### src/design/addr_gen_defs.svh
`ifndef ADDR_GEN_DEFS_SVH
`define ADDR_GEN_DEFS_SVH

//////////////////////////////////////////////////
// Memory side widths
//////////////////////////////////////////////////

// Word address width
`define ADDR_W      24
// Burst count width, largest legal count is 64
`define BURST_W     7
// Bytes per memory word
`define DATA_BYTES  8
// Words in one 4 KB page
`define PAGE_WORDS  (4096 / `DATA_BYTES)

// Start state of the burst count LFSR, never zero
`define LFSR_SEED   16'hace1

//////////////////////////////////////////////////
// Configuration register map
//////////////////////////////////////////////////

`define CFG_MIN     2'd0
`define CFG_MAX     2'd1
`define CFG_MODE    2'd2
`define CFG_START   2'd3

`endif

### src/design/addr_gen_pkg.sv
`include "addr_gen_defs.svh"

package addr_gen_pkg;

   //////////////////////////////////////////////////
   // Address generator types
   //////////////////////////////////////////////////

   // One word address on the memory bus
   typedef logic [`ADDR_W-1:0]  addr_t;

   // Burst length in words
   typedef logic [`BURST_W-1:0] burstcount_t;

   // Configuration register index
   typedef logic [1:0]          cfg_sel_t;

   // Configuration write data as seen on the register port
   typedef logic [31:0]         cfg_data_t;

   // Mode flags
   // Bit 0 pow2_only
   // Bit 1 burst_on_boundary
   // Bit 2 no_4kb_cross
   typedef logic [2:0]          mode_t;

endpackage

### src/design/addr_gen_cfg_regs.sv
`include "addr_gen_defs.svh"

module addr_gen_cfg_regs
(
   input  logic                      clk,
   input  logic                      reset_n,
   input  logic                      cfg_write,
   input  addr_gen_pkg::cfg_sel_t    cfg_sel,
   input  addr_gen_pkg::cfg_data_t   cfg_data,
   output addr_gen_pkg::burstcount_t min_burst,
   output addr_gen_pkg::burstcount_t max_burst,
   output addr_gen_pkg::mode_t       mode,
   output addr_gen_pkg::addr_t       start_addr,
   output logic                      start_load
);
   import addr_gen_pkg::*;

   // Largest count the memory master accepts
   localparam int unsigned MAX_BURST = 1 << (`BURST_W - 1);

   // Write data squeezed into the legal burst range
   burstcount_t wr_burst;

   // Zero becomes 1, anything above 64 becomes 64
   always_comb
   begin
      if (cfg_data == '0)
         wr_burst = burstcount_t'(1);
      else if (cfg_data > MAX_BURST)
         wr_burst = burstcount_t'(MAX_BURST);
      else
         wr_burst = cfg_data[`BURST_W-1:0];
   end

   //////////////////////////////////////////////////
   // Register file
   //////////////////////////////////////////////////

   always_ff @(posedge clk)
   begin
      if (!reset_n)
      begin
         min_burst  <= burstcount_t'(1);
         max_burst  <= burstcount_t'(1);
         mode       <= '0;
         start_addr <= '0;
         start_load <= 1'b0;
      end
      else
      begin
         // One cycle pulse after a start address write
         start_load <= cfg_write && (cfg_sel == `CFG_START);

         if (cfg_write)
         begin
            case (cfg_sel)
               `CFG_MIN:
               begin
                  min_burst <= wr_burst;
                  // Keep the range non-empty
                  if (wr_burst > max_burst)
                     max_burst <= wr_burst;
               end
               `CFG_MAX:
               begin
                  // Max never drops below min
                  if (wr_burst < min_burst)
                     max_burst <= min_burst;
                  else
                     max_burst <= wr_burst;
               end
               `CFG_MODE:
                  mode <= cfg_data[$bits(mode_t)-1:0];
               `CFG_START:
                  start_addr <= cfg_data[`ADDR_W-1:0];
            endcase
         end
      end
   end

endmodule

### src/design/rand_burstcount_gen.sv
`include "addr_gen_defs.svh"

module rand_burstcount_gen
(
   input  logic                      clk,
   input  logic                      reset_n,
   input  logic                      enable,
   input  addr_gen_pkg::burstcount_t min_burst,
   input  addr_gen_pkg::burstcount_t max_burst,
   input  logic                      pow2_only,
   output logic                      ready,
   output addr_gen_pkg::burstcount_t burstcount
);
   import addr_gen_pkg::*;

   // x^16 + x^14 + x^13 + x^11 + 1, right shifting Galois form
   localparam logic [15:0] LFSR_TAPS = 16'hb400;

   logic [15:0] lfsr;
   logic [15:0] lfsr_next;
   logic        step;

   burstcount_t span;
   burstcount_t span_mask;
   burstcount_t rnd;
   burstcount_t lin_count;
   burstcount_t pow2_floor;
   burstcount_t pow2_min;
   burstcount_t next_count;

   // Highest power of two not above value, zero for zero
   function automatic burstcount_t floor_pow2(input burstcount_t value);
      burstcount_t result;
      result = '0;
      for (int i = 0; i < `BURST_W; i++)
      begin
         if (value[i])
            result = burstcount_t'(1) << i;
      end
      return result;
   endfunction

   // New count on the first cycle out of reset and on every accepted pair
   assign step = !ready || enable;

   assign lfsr_next = {1'b0, lfsr[15:1]} ^ (lfsr[0] ? LFSR_TAPS : 16'h0000);

   //////////////////////////////////////////////////
   // Count selection
   //////////////////////////////////////////////////

   always_comb
   begin
      span = max_burst - min_burst;
      // All ones up to the top set bit of the span
      for (int i = 0; i < `BURST_W; i++)
         span_mask[i] = |(span >> i);
      rnd = lfsr[`BURST_W-1:0] & span_mask;
      // Masked value is at most 2*span+1, one fold brings it into range
      if (rnd > span)
         rnd = rnd - span - 1'b1;
      lin_count = min_burst + rnd;

      // Power of two fallback is the smallest one at or above min
      pow2_floor = floor_pow2(lin_count);
      pow2_min   = floor_pow2(min_burst);
      if (pow2_min != min_burst)
         pow2_min = pow2_min << 1;
      // No power of two in range, use max
      if (pow2_min > max_burst)
         pow2_min = max_burst;

      if (!pow2_only)
         next_count = lin_count;
      else if (pow2_floor < min_burst)
         next_count = pow2_min;
      else
         next_count = pow2_floor;
   end

   //////////////////////////////////////////////////
   // State
   //////////////////////////////////////////////////

   always_ff @(posedge clk)
   begin
      if (!reset_n)
      begin
         lfsr  <= `LFSR_SEED;
         ready <= 1'b0;
      end
      else if (step)
      begin
         lfsr  <= lfsr_next;
         ready <= 1'b1;
      end
   end

   // Count register follows the LFSR step
   always_ff @(posedge clk)
   begin
      if (step)
         burstcount <= next_count;
   end

endmodule

### src/design/burst_boundary_addr_gen.sv
`include "addr_gen_defs.svh"

module burst_boundary_addr_gen
(
   input  addr_gen_pkg::addr_t       addr_in,
   input  addr_gen_pkg::burstcount_t burstcount,
   input  logic                      burst_on_boundary,
   input  logic                      no_4kb_cross,
   output addr_gen_pkg::addr_t       addr_out
);
   import addr_gen_pkg::*;

   // Word offset bits inside one page
   localparam addr_t PAGE_MASK = addr_t'(`PAGE_WORDS - 1);

   addr_t burst_ext;
   addr_t burst_mask;
   addr_t aligned;
   addr_t page_end;
   logic  is_pow2;

   // Count widened to address width
   assign burst_ext  = addr_t'(burstcount);
   assign burst_mask = burst_ext - 1'b1;
   assign is_pow2    = (burstcount != '0) && ((burst_ext & burst_mask) == '0);

   //////////////////////////////////////////////////
   // Alignment to the burst length
   //////////////////////////////////////////////////

   always_comb
   begin
      // Round up to the next multiple of the count
      if (burst_on_boundary && is_pow2)
         aligned = (addr_in + burst_mask) & ~burst_mask;
      else
         aligned = addr_in;
   end

   //////////////////////////////////////////////////
   // 4 KB page check
   //////////////////////////////////////////////////

   // One past the last word of the burst, relative to the page start
   assign page_end = (aligned & PAGE_MASK) + burst_ext;

   always_comb
   begin
      // Burst would spill into the next page, so start there instead
      if (no_4kb_cross && (page_end > addr_t'(`PAGE_WORDS)))
         addr_out = (aligned | PAGE_MASK) + 1'b1;
      else
         addr_out = aligned;
   end

endmodule

### src/design/seq_addr_gen.sv
module seq_addr_gen
(
   input  logic                      clk,
   input  logic                      reset_n,
   input  logic                      enable,
   input  addr_gen_pkg::burstcount_t min_burst,
   input  addr_gen_pkg::burstcount_t max_burst,
   input  addr_gen_pkg::mode_t       mode,
   input  addr_gen_pkg::addr_t       start_addr,
   input  logic                      start_load,
   output logic                      ready,
   output addr_gen_pkg::addr_t       addr,
   output addr_gen_pkg::burstcount_t burstcount
);
   import addr_gen_pkg::*;

   // Raw address before boundary adjustment
   addr_t seq_addr;

   logic gen_ready;
   logic gen_enable;
   logic consume;
   logic flag_load;
   // Boundary flags that belong to the pair on show
   logic on_boundary_q;
   logic no_cross_q;

   // Pair is hidden while a new start address goes in
   assign ready      = gen_ready && !start_load;
   assign consume    = enable && ready;
   // Start load also draws a fresh count
   assign gen_enable = enable || start_load;
   // Same condition the count generator steps on
   assign flag_load  = !gen_ready || gen_enable;

   always_ff @(posedge clk)
   begin
      if (!reset_n)
      begin
         seq_addr      <= '0;
         on_boundary_q <= 1'b0;
         no_cross_q    <= 1'b0;
      end
      else
      begin
         if (start_load)
            seq_addr <= start_addr;
         else if (consume)
            seq_addr <= addr + addr_t'(burstcount);

         // Flags move together with the count
         if (flag_load)
         begin
            on_boundary_q <= mode[1];
            no_cross_q    <= mode[2];
         end
      end
   end

   // Count source, mode bit 0 is pow2_only
   rand_burstcount_gen rand_burstcount
   (
      .clk        (clk),
      .reset_n    (reset_n),
      .enable     (gen_enable),
      .min_burst  (min_burst),
      .max_burst  (max_burst),
      .pow2_only  (mode[0]),
      .ready      (gen_ready),
      .burstcount (burstcount)
   );

   // Adjusted address shown on the output
   burst_boundary_addr_gen burst_boundary
   (
      .addr_in           (seq_addr),
      .burstcount        (burstcount),
      .burst_on_boundary (on_boundary_q),
      .no_4kb_cross      (no_cross_q),
      .addr_out          (addr)
   );

endmodule

### src/design/addr_gen_top.sv
module addr_gen_top
(
   input  logic                      clk,
   input  logic                      reset_n,
   // Configuration write port
   input  logic                      cfg_write,
   input  addr_gen_pkg::cfg_sel_t    cfg_sel,
   input  addr_gen_pkg::cfg_data_t   cfg_data,
   // Generator control and output pair
   input  logic                      enable,
   output logic                      ready,
   output addr_gen_pkg::addr_t       addr,
   output addr_gen_pkg::burstcount_t burstcount
);
   import addr_gen_pkg::*;

   //////////////////////////////////////////////////
   // Configuration to generator
   //////////////////////////////////////////////////

   burstcount_t min_burst;
   burstcount_t max_burst;
   mode_t       mode;
   addr_t       start_addr;
   logic        start_load;

   addr_gen_cfg_regs cfg_regs
   (
      .clk        (clk),
      .reset_n    (reset_n),
      .cfg_write  (cfg_write),
      .cfg_sel    (cfg_sel),
      .cfg_data   (cfg_data),
      .min_burst  (min_burst),
      .max_burst  (max_burst),
      .mode       (mode),
      .start_addr (start_addr),
      .start_load (start_load)
   );

   // Sequential address stream
   seq_addr_gen seq_gen
   (
      .clk        (clk),
      .reset_n    (reset_n),
      .enable     (enable),
      .min_burst  (min_burst),
      .max_burst  (max_burst),
      .mode       (mode),
      .start_addr (start_addr),
      .start_load (start_load),
      .ready      (ready),
      .addr       (addr),
      .burstcount (burstcount)
   );

endmodule

### config.mk
export PLATFORM = sky130hd
export DESIGN_NAME = addr_gen_top
export DESIGN_NICKNAME = d
export VERILOG_FILES = /design/src/design/addr_gen_pkg.sv /design/src/design/addr_gen_cfg_regs.sv /design/src/design/rand_burstcount_gen.sv /design/src/design/burst_boundary_addr_gen.sv /design/src/design/seq_addr_gen.sv /design/src/design/addr_gen_top.sv
export VERILOG_INCLUDE_DIRS = /design/src /design/src/design
export SDC_FILE = /design/constraint.sdc
export NUM_CORES = 1
export LEC_CHECK = 0
export BUFFER_PORTS_ARGS = -buffer_cell sky130_fd_sc_hd__buf_4
export CAP_MARGIN = 10
export CELL_PAD_IN_SITES_DETAIL_PLACEMENT = 0
export CELL_PAD_IN_SITES_GLOBAL_PLACEMENT = 2
export CORE_ASPECT_RATIO = 0.5
export CORE_UTILIZATION = 37
export CTS_BUF_LIST = sky130_fd_sc_hd__clkbuf_2 sky130_fd_sc_hd__clkbuf_4 sky130_fd_sc_hd__clkbuf_8
export DETAILED_ROUTE_END_ITERATION = 7
export GPL_ROUTABILITY_DRIVEN = 0
export MAX_ROUTING_LAYER = met4
export PLACE_DENSITY_LB_ADDON = 0.1
export SETUP_SLACK_MARGIN = 0.2
export SLEW_MARGIN = 10
export SYNTH_ARGS = -nofsm -noshare
export SYNTH_HDL_FRONTEND = slang
export SYNTH_SLANG_ARGS = --single-unit
### constraint.sdc
create_clock -name clk -period 8.7 [get_ports clk]
set_clock_uncertainty 0.1 [all_clocks]
set_input_delay 2.61 -clock clk [delete_from_list [all_inputs] [get_ports clk]]
set_output_delay 2.61 -clock clk [all_outputs]
set_load 0.005 [all_outputs]
==> After elaboration in Yosys (flattened, before gate mapping) <==
Index checks and enable logic that the tools add are counted.
Widths: inputs -> output; s select.
{ "classes": {"n_addsub": 9, "n_lt_le_gt_ge": 7, "eq_ne": 5, "mux": 29, "n_bitwise": 5, "reduce_logical": 26} }
{ "op_table": {"columns": ["operator", "count"], "rows": [
  ["$mux 7", 15],
  ["$mux 24", 4],
  ["$gt 32x7->1 const B", 1],
  ["$logic_not 32->1", 1],
  ["$add 24x1->24 const B", 1],
  ["$add 24x24->24", 1],
  ["$add 24x7->24", 1],
  ["$and 24x24->24", 1],
  ["$and 7x24->24", 1],
  ["$logic_not 24->1", 1],
  ["$not 24->24", 1],
  ["$gt 7x7->1", 3],
  ["$mux 16", 1],
  ["$xor 15x16->16", 1],
  ["$lt 7x7->1", 2],
  ["$pmux 7 s2", 1],
  ["$sub 7x7->7", 2],
  ["$add 9x7->10", 1],
  ["$gt 10x10->1 const B", 1],
  ["$sub 7x1->8 const B", 1],
  ["$add 7x7->7", 1],
  ["$and 7x7->7", 1],
  ["$ne 7x7->1", 1],
  ["$reduce_bool 7->1", 1],
  ["other kinds (23)", 36]
]} }
{ "totals": {"register_bits": 92, "in_bits": 38, "out_inout_bits": 32, "word_cells": 92} }

==> Longest topological paths before layout <==
{ "depth": {"word_depth": 17, "ltp_mapped": 47, "ltp_nobuf": 45} }

==> Cells and area by module <==
Synthesis repeated with hierarchy kept, for this count alone.
{ "hier_totals": {"cells_unflattened": 1196, "hier_area_um2": 8989.9} }
{ "modules_own_cells": {"columns": ["mod", "instances", "cells_per_inst", "area_each_um2", "seq_area_each_um2"], "rows": [
  ["rand_burstcount_gen", 1, 334, 2626.3, 550.5],
  ["burst_boundary_addr_gen", 1, 363, 2503.7, 0.0],
  ["addr_gen_cfg_regs", 1, 251, 2072.0, 840.8],
  ["seq_addr_gen", 1, 248, 1788.0, 520.5]
]} }

==> Worst setup path before layout <==
OpenSTA, ideal clock, no wires.
{ "synth_timing": {"path_type": "reg2out", "start": "register seq_gen.rand_burstcount.burstcount[1]", "end": "output addr[23]", "arrival_time_ps": 5424, "required_time_ps": 5990, "setup_slack_ps": 566, "stages_incl_launch_ff": 25, "path_buffers": 4, "cell_sequence": "edfxtp_1 > inv_1 > ha_1 > nand2_1 > or3_1 > ha_1 > or4_4 > a311o_1 > buf_2 > buf_1 > clkbuf_1 > nor3_1 > a21oi_1 > fa_1 > nor2b_1 > o21a_1 > o21a_1 > nor4_1 > a311oi_1 > o311a_1 > buf_4 > nand3_4 > or3_4 > nor4_4 > xnor2_1"} }
{ "synth_between": {"elab_chain_cells": 10, "elab_cells_between_ends": 15, "classes_between": "add/sub: 4; order compare: 1; mux: 2; bitwise: 3; reduce/logical: 5"} }
{ "synth_lines": {"columns": ["element", "line", "text"], "rows": [
  ["from (decl)", "rand_burstcount_gen.sv:12", "output addr_gen_pkg::burstcount_t burstcount"],
  ["from (signal assigned)", "rand_burstcount_gen.sv:103", "burstcount <= next_count;"],
  ["branches (longest 9 deep; another with $add 24x24->24)", null, null],
  ["$mux 24 (*)", "burst_boundary_addr_gen.sv:50", "if (no_4kb_cross && (page_end > addr_t'(`PAGE_WORDS)))"],
  ["to (decl)", "addr_gen_top.sv:12", "output addr_gen_pkg::addr_t addr,"]
]} }
Mark *: on every way between the ends.

==> Final worst setup path <==
{ "layout_timing": {"start": "register seq_gen.rand_burstcount.burstcount[3]", "end": "output addr[23]"} }
The elaborated chain is that of the path after synthesis.

==> flow_metrics.tcl <==
set metrics [dict create \
    outcome "finished, violations left" \
    violations "DRC" \
    nNetsFinal 1384 \
    synth_area_sq_um 8803 \
    power_uw 1817 \
    critPathLaunchType "flop" \
    clk_pin_slew_worst_paths_ns 0.09 \
    syn-num-nets 1340 \
    dr.pass1.iters 8 \
    synth_edf_count 7 \
    rrSetupSlack_ns 0.79 \
    ant_nets 0 \
    dp.cells 1538 \
    tightest_slew_ns 1.129 \
    vdd_ir_drop_max_mv 0.08857 \
    num_vias 8924 \
    grt.total_usage_pct 23.80 \
    clock-sinks 92 \
    postCtsHoldBufs 0 \
    crit_path_max_fanout 7 \
    antenna_found_initial 0 \
    grt_pass1_vias 8212 \
    path_delay_family "simple AND/OR/NAND/NOR gates" \
    numCtsBuffers 9 \
    rsz0062_at_grt "no" \
    drc_errors 4 \
    ys_types 88 \
    grt_max_degree 71 \
    start_util_pct 38.14 \
    worst_skew_pair.late_latency_ns 0.38 \
    drtIter0Drc 732 \
    num_rows 39 \
    hold_viol 0 \
    io-pin-count 70 \
    fin_cells 1562 \
    slowest_stage "edfxtp_1" \
    max_cap_violations 0 \
    ys_async_sr_fraction_pct 0 \
    worstSetupPathType "flop to output port" \
    grt_pass1_wl_um 44600 \
    setup_tns_ns 0 \
    port_buffers 69 \
    synth-seq-cells 92 \
    drv_slew 0 \
    avgSynthCellArea_sq_um 7.300 \
    path_cells "nor2_2 -> nand2_1 -> or3_1 -> ha_1 -> or4_4 -> a311o_2 -> nor3_2 -> a21oi_2 -> fa_1 -> nor2b_2 -> o21a_1 -> o21a_1 -> nor4_1 -> a311oi_1 -> o311a_1 -> buf_4 -> nand3_4 -> or3_4 -> nor4_4 -> xnor2_2 -> buf_4" \
    synthToLayoutAreaGrowth_pct 13.18 \
    final_layout_size_suffix_gt1_share_pct 12.83 \
    clock.fmax_mhz 120.8 \
    dieArea_sq_um 24450 \
    cpPeakStageDelay_ns 0.53 \
    num_antenna_cells 0 \
    hpwl_um 22030 \
    leakage_uw 0.004139 \
    fin_crit_ns 8.277 \
    drt-total-wl_um 28420 \
    cts-root-buf "clkbuf_8" \
    overflow 0 \
    vias_per_cell 5.713 \
    endpoint_kind "output port" \
    ctsLongestPathBuffers 2 \
    cts_htree_levels 3 \
    worst-path-buf-inv 2 \
    finalCritPeriodShare_pct 95.14 \
    setup_violations 0 \
    min_path_type "flop to flop" \
    wl_per_cell_um 18.19 \
    core_region_area_sq_um 23080 \
    dieWidth_um 220.1 \
    die_height_um 111.1 \
    synth_seq_area_share_pct 21.72 \
    syn_inst 1206 \
    arrival_ns 5.57 \
    cts_tree "done" \
    powerDensity_nw_per_um2 182.4 \
    synth_top_flop_cell "dfxtp_1" \
    yosysWarnings 0 \
    slew_headroom_pct 24.76 \
    worst-endpoint-required_ns 5.99 \
]
==> worst min-delay path, cell delays in order (launching register included) <==
cell,delay (ns)
dfxtp_1,0.32
nand2_1,0.05
a21oi_1,0.05
==> flip-flops by register name, summed over array words and instances (netlist names) <==
register / flops
cfg_regs.mode: 3
seq_gen.no_cross_q: 1
cfg_regs.min_burst: 7
seq_gen.rand_burstcount.burstcount: 7
seq_gen.rand_burstcount.ready: 1
seq_gen.seq_addr: 24
cfg_regs.start_load: 1
seq_gen.rand_burstcount.lfsr: 16
cfg_regs.max_burst: 7
cfg_regs.start_addr: 24
seq_gen.on_boundary_q: 1
==> where the power goes <==
group	internal [uW]	switching, uW	leakage [uW]
sequential	472	53.5	0.000767
combinational	388	572	0.00326
clock	168	164	0.000111
total	1030	789	0.00414
==> logic make-up (layout without fill, tap and decap cells) <==
group                      Yosys count  in the layout  share of synthesized area (%)
muxes                               11             11                          1.265
and+or+nand+nor                    502            502                          27.37
adders and majority gates           97             97                          14.27
AOI/OAI and AO/OA                  339            340                          25.23
buffers and inverters              114            162                          5.074
DFF                                 92             92                          21.72
xor gates and xnor gates            51             51                          5.074
==> Yosys cell counts (all sizes together), types with 6 or more instances <==
| master | n | area, sq um |
|---|---|---|
| o31ai | 10 | 75.07 |
| nor2 | 100 | 375.4 |
| o21a | 19 | 143.9 |
| o21bai | 8 | 60.06 |
| a31oi | 8 | 50.05 |
| nor3 | 24 | 120.1 |
| nand3 | 47 | 247.7 |
| inv | 59 | 221.5 |
| a21oi | 143 | 715.7 |
| xor2 | 26 | 227.7 |
| and3 | 9 | 56.30 |
| nand4 | 21 | 131.4 |
| or2 | 7 | 43.79 |
| nor4 | 14 | 102.6 |
| o21ai | 45 | 225.2 |
| nand2b | 9 | 56.30 |
| edfxtp | 7 | 210.2 |
| clkbuf | 47 | 176.4 |
| and2 | 17 | 106.4 |
| xnor2 | 25 | 219.0 |
| nand2 | 198 | 743.2 |
| buf | 8 | 48.79 |
| o22ai | 10 | 62.56 |
| nor2b | 20 | 125.1 |
| ha | 90 | 1126 |
| fa | 6 | 120.1 |
| dfxtp | 85 | 1702 |
| mux2i | 10 | 100.1 |
| a21o | 13 | 97.59 |
| a211oi | 13 | 102.6 |
| or3 | 11 | 73.82 |
==> through the flow <==
step	area (sq um)	util (%)	hold WS, ns	setup WS, ns
6_report	9963	43.17	0.3527	0.4230
5_1_grt	9963	43.17	0.3797	0.1942
4_1_cts	9814	42.52	0.3560	0.2000
3_5_place_dp	9563	41.43	0.3421	0.3587
3_3_place_gp	9563	41.43	0.3403	0.5770
2_1_floorplan	8803	-	0.3266	0.5665
==> layout by cell type (no fill, tap or decap), types with 23 or more instances in the layout <==
cell,Yosys,routed
a21oi_1,143,138
nand2_1,198,198
ha_1,90,89
inv_1,58,56
nor2_1,100,97
xor2_1,26,26
xnor2_1,25,23
buf_4,2,87
o21ai_0,45,43
dfxtp_1,85,83
nand3_1,46,46
==> routing by layer <==
metal  part of all wire, %  vias up  global-route usage (%)  wire length [um]
met3                   3.5       46                   2.990               997
met5                     0        -                       -                 0
li1                      -     4440                       -                 -
met1                    48     4212                   32.44             13770
met2                    46      226                   36.48             12960
met4                   2.4        0                   7.310               684
==> final timing paths <==
| check | endpoint | start | depth (start not counted) |
|---|---|---|---|
| worst max register to register | seq_gen.rand_burstcount.burstcount[4]$_DFFE_PP_ | cfg_regs.max_burst[0]$_SDFFE_PN1P_ | 43 |
| worst min-delay path | seq_gen.on_boundary_q$_SDFFE_PN0P_ | seq_gen.on_boundary_q$_SDFFE_PN0P_ | 2 |
| worst max-delay path | addr[23] | seq_gen.rand_burstcount.burstcount[3]$_DFFE_PP_ | 21 |
| worst min register to register | seq_gen.on_boundary_q$_SDFFE_PN0P_ | seq_gen.on_boundary_q$_SDFFE_PN0P_ | 2 |
==> area by class of cell <==
cell class	count	area (sq um)
timing repair buffer	87	653.1
inverter	59	221.5
fill	2394	13120
clock buffer	10	131.4
sequential	92	1914
clock inverter	6	93.84
multi-input combinational	1001	6565
tap	307	384.1
==> what timing repair did <==
item	in CTS	in global routing
endpoints found under the setup margin	7	22
resized for setup	3	29
gates cloned	0	1
pin swaps	2	7
buffers inserted	3	4
No activity file was read; power rests on OpenSTA's default activity.
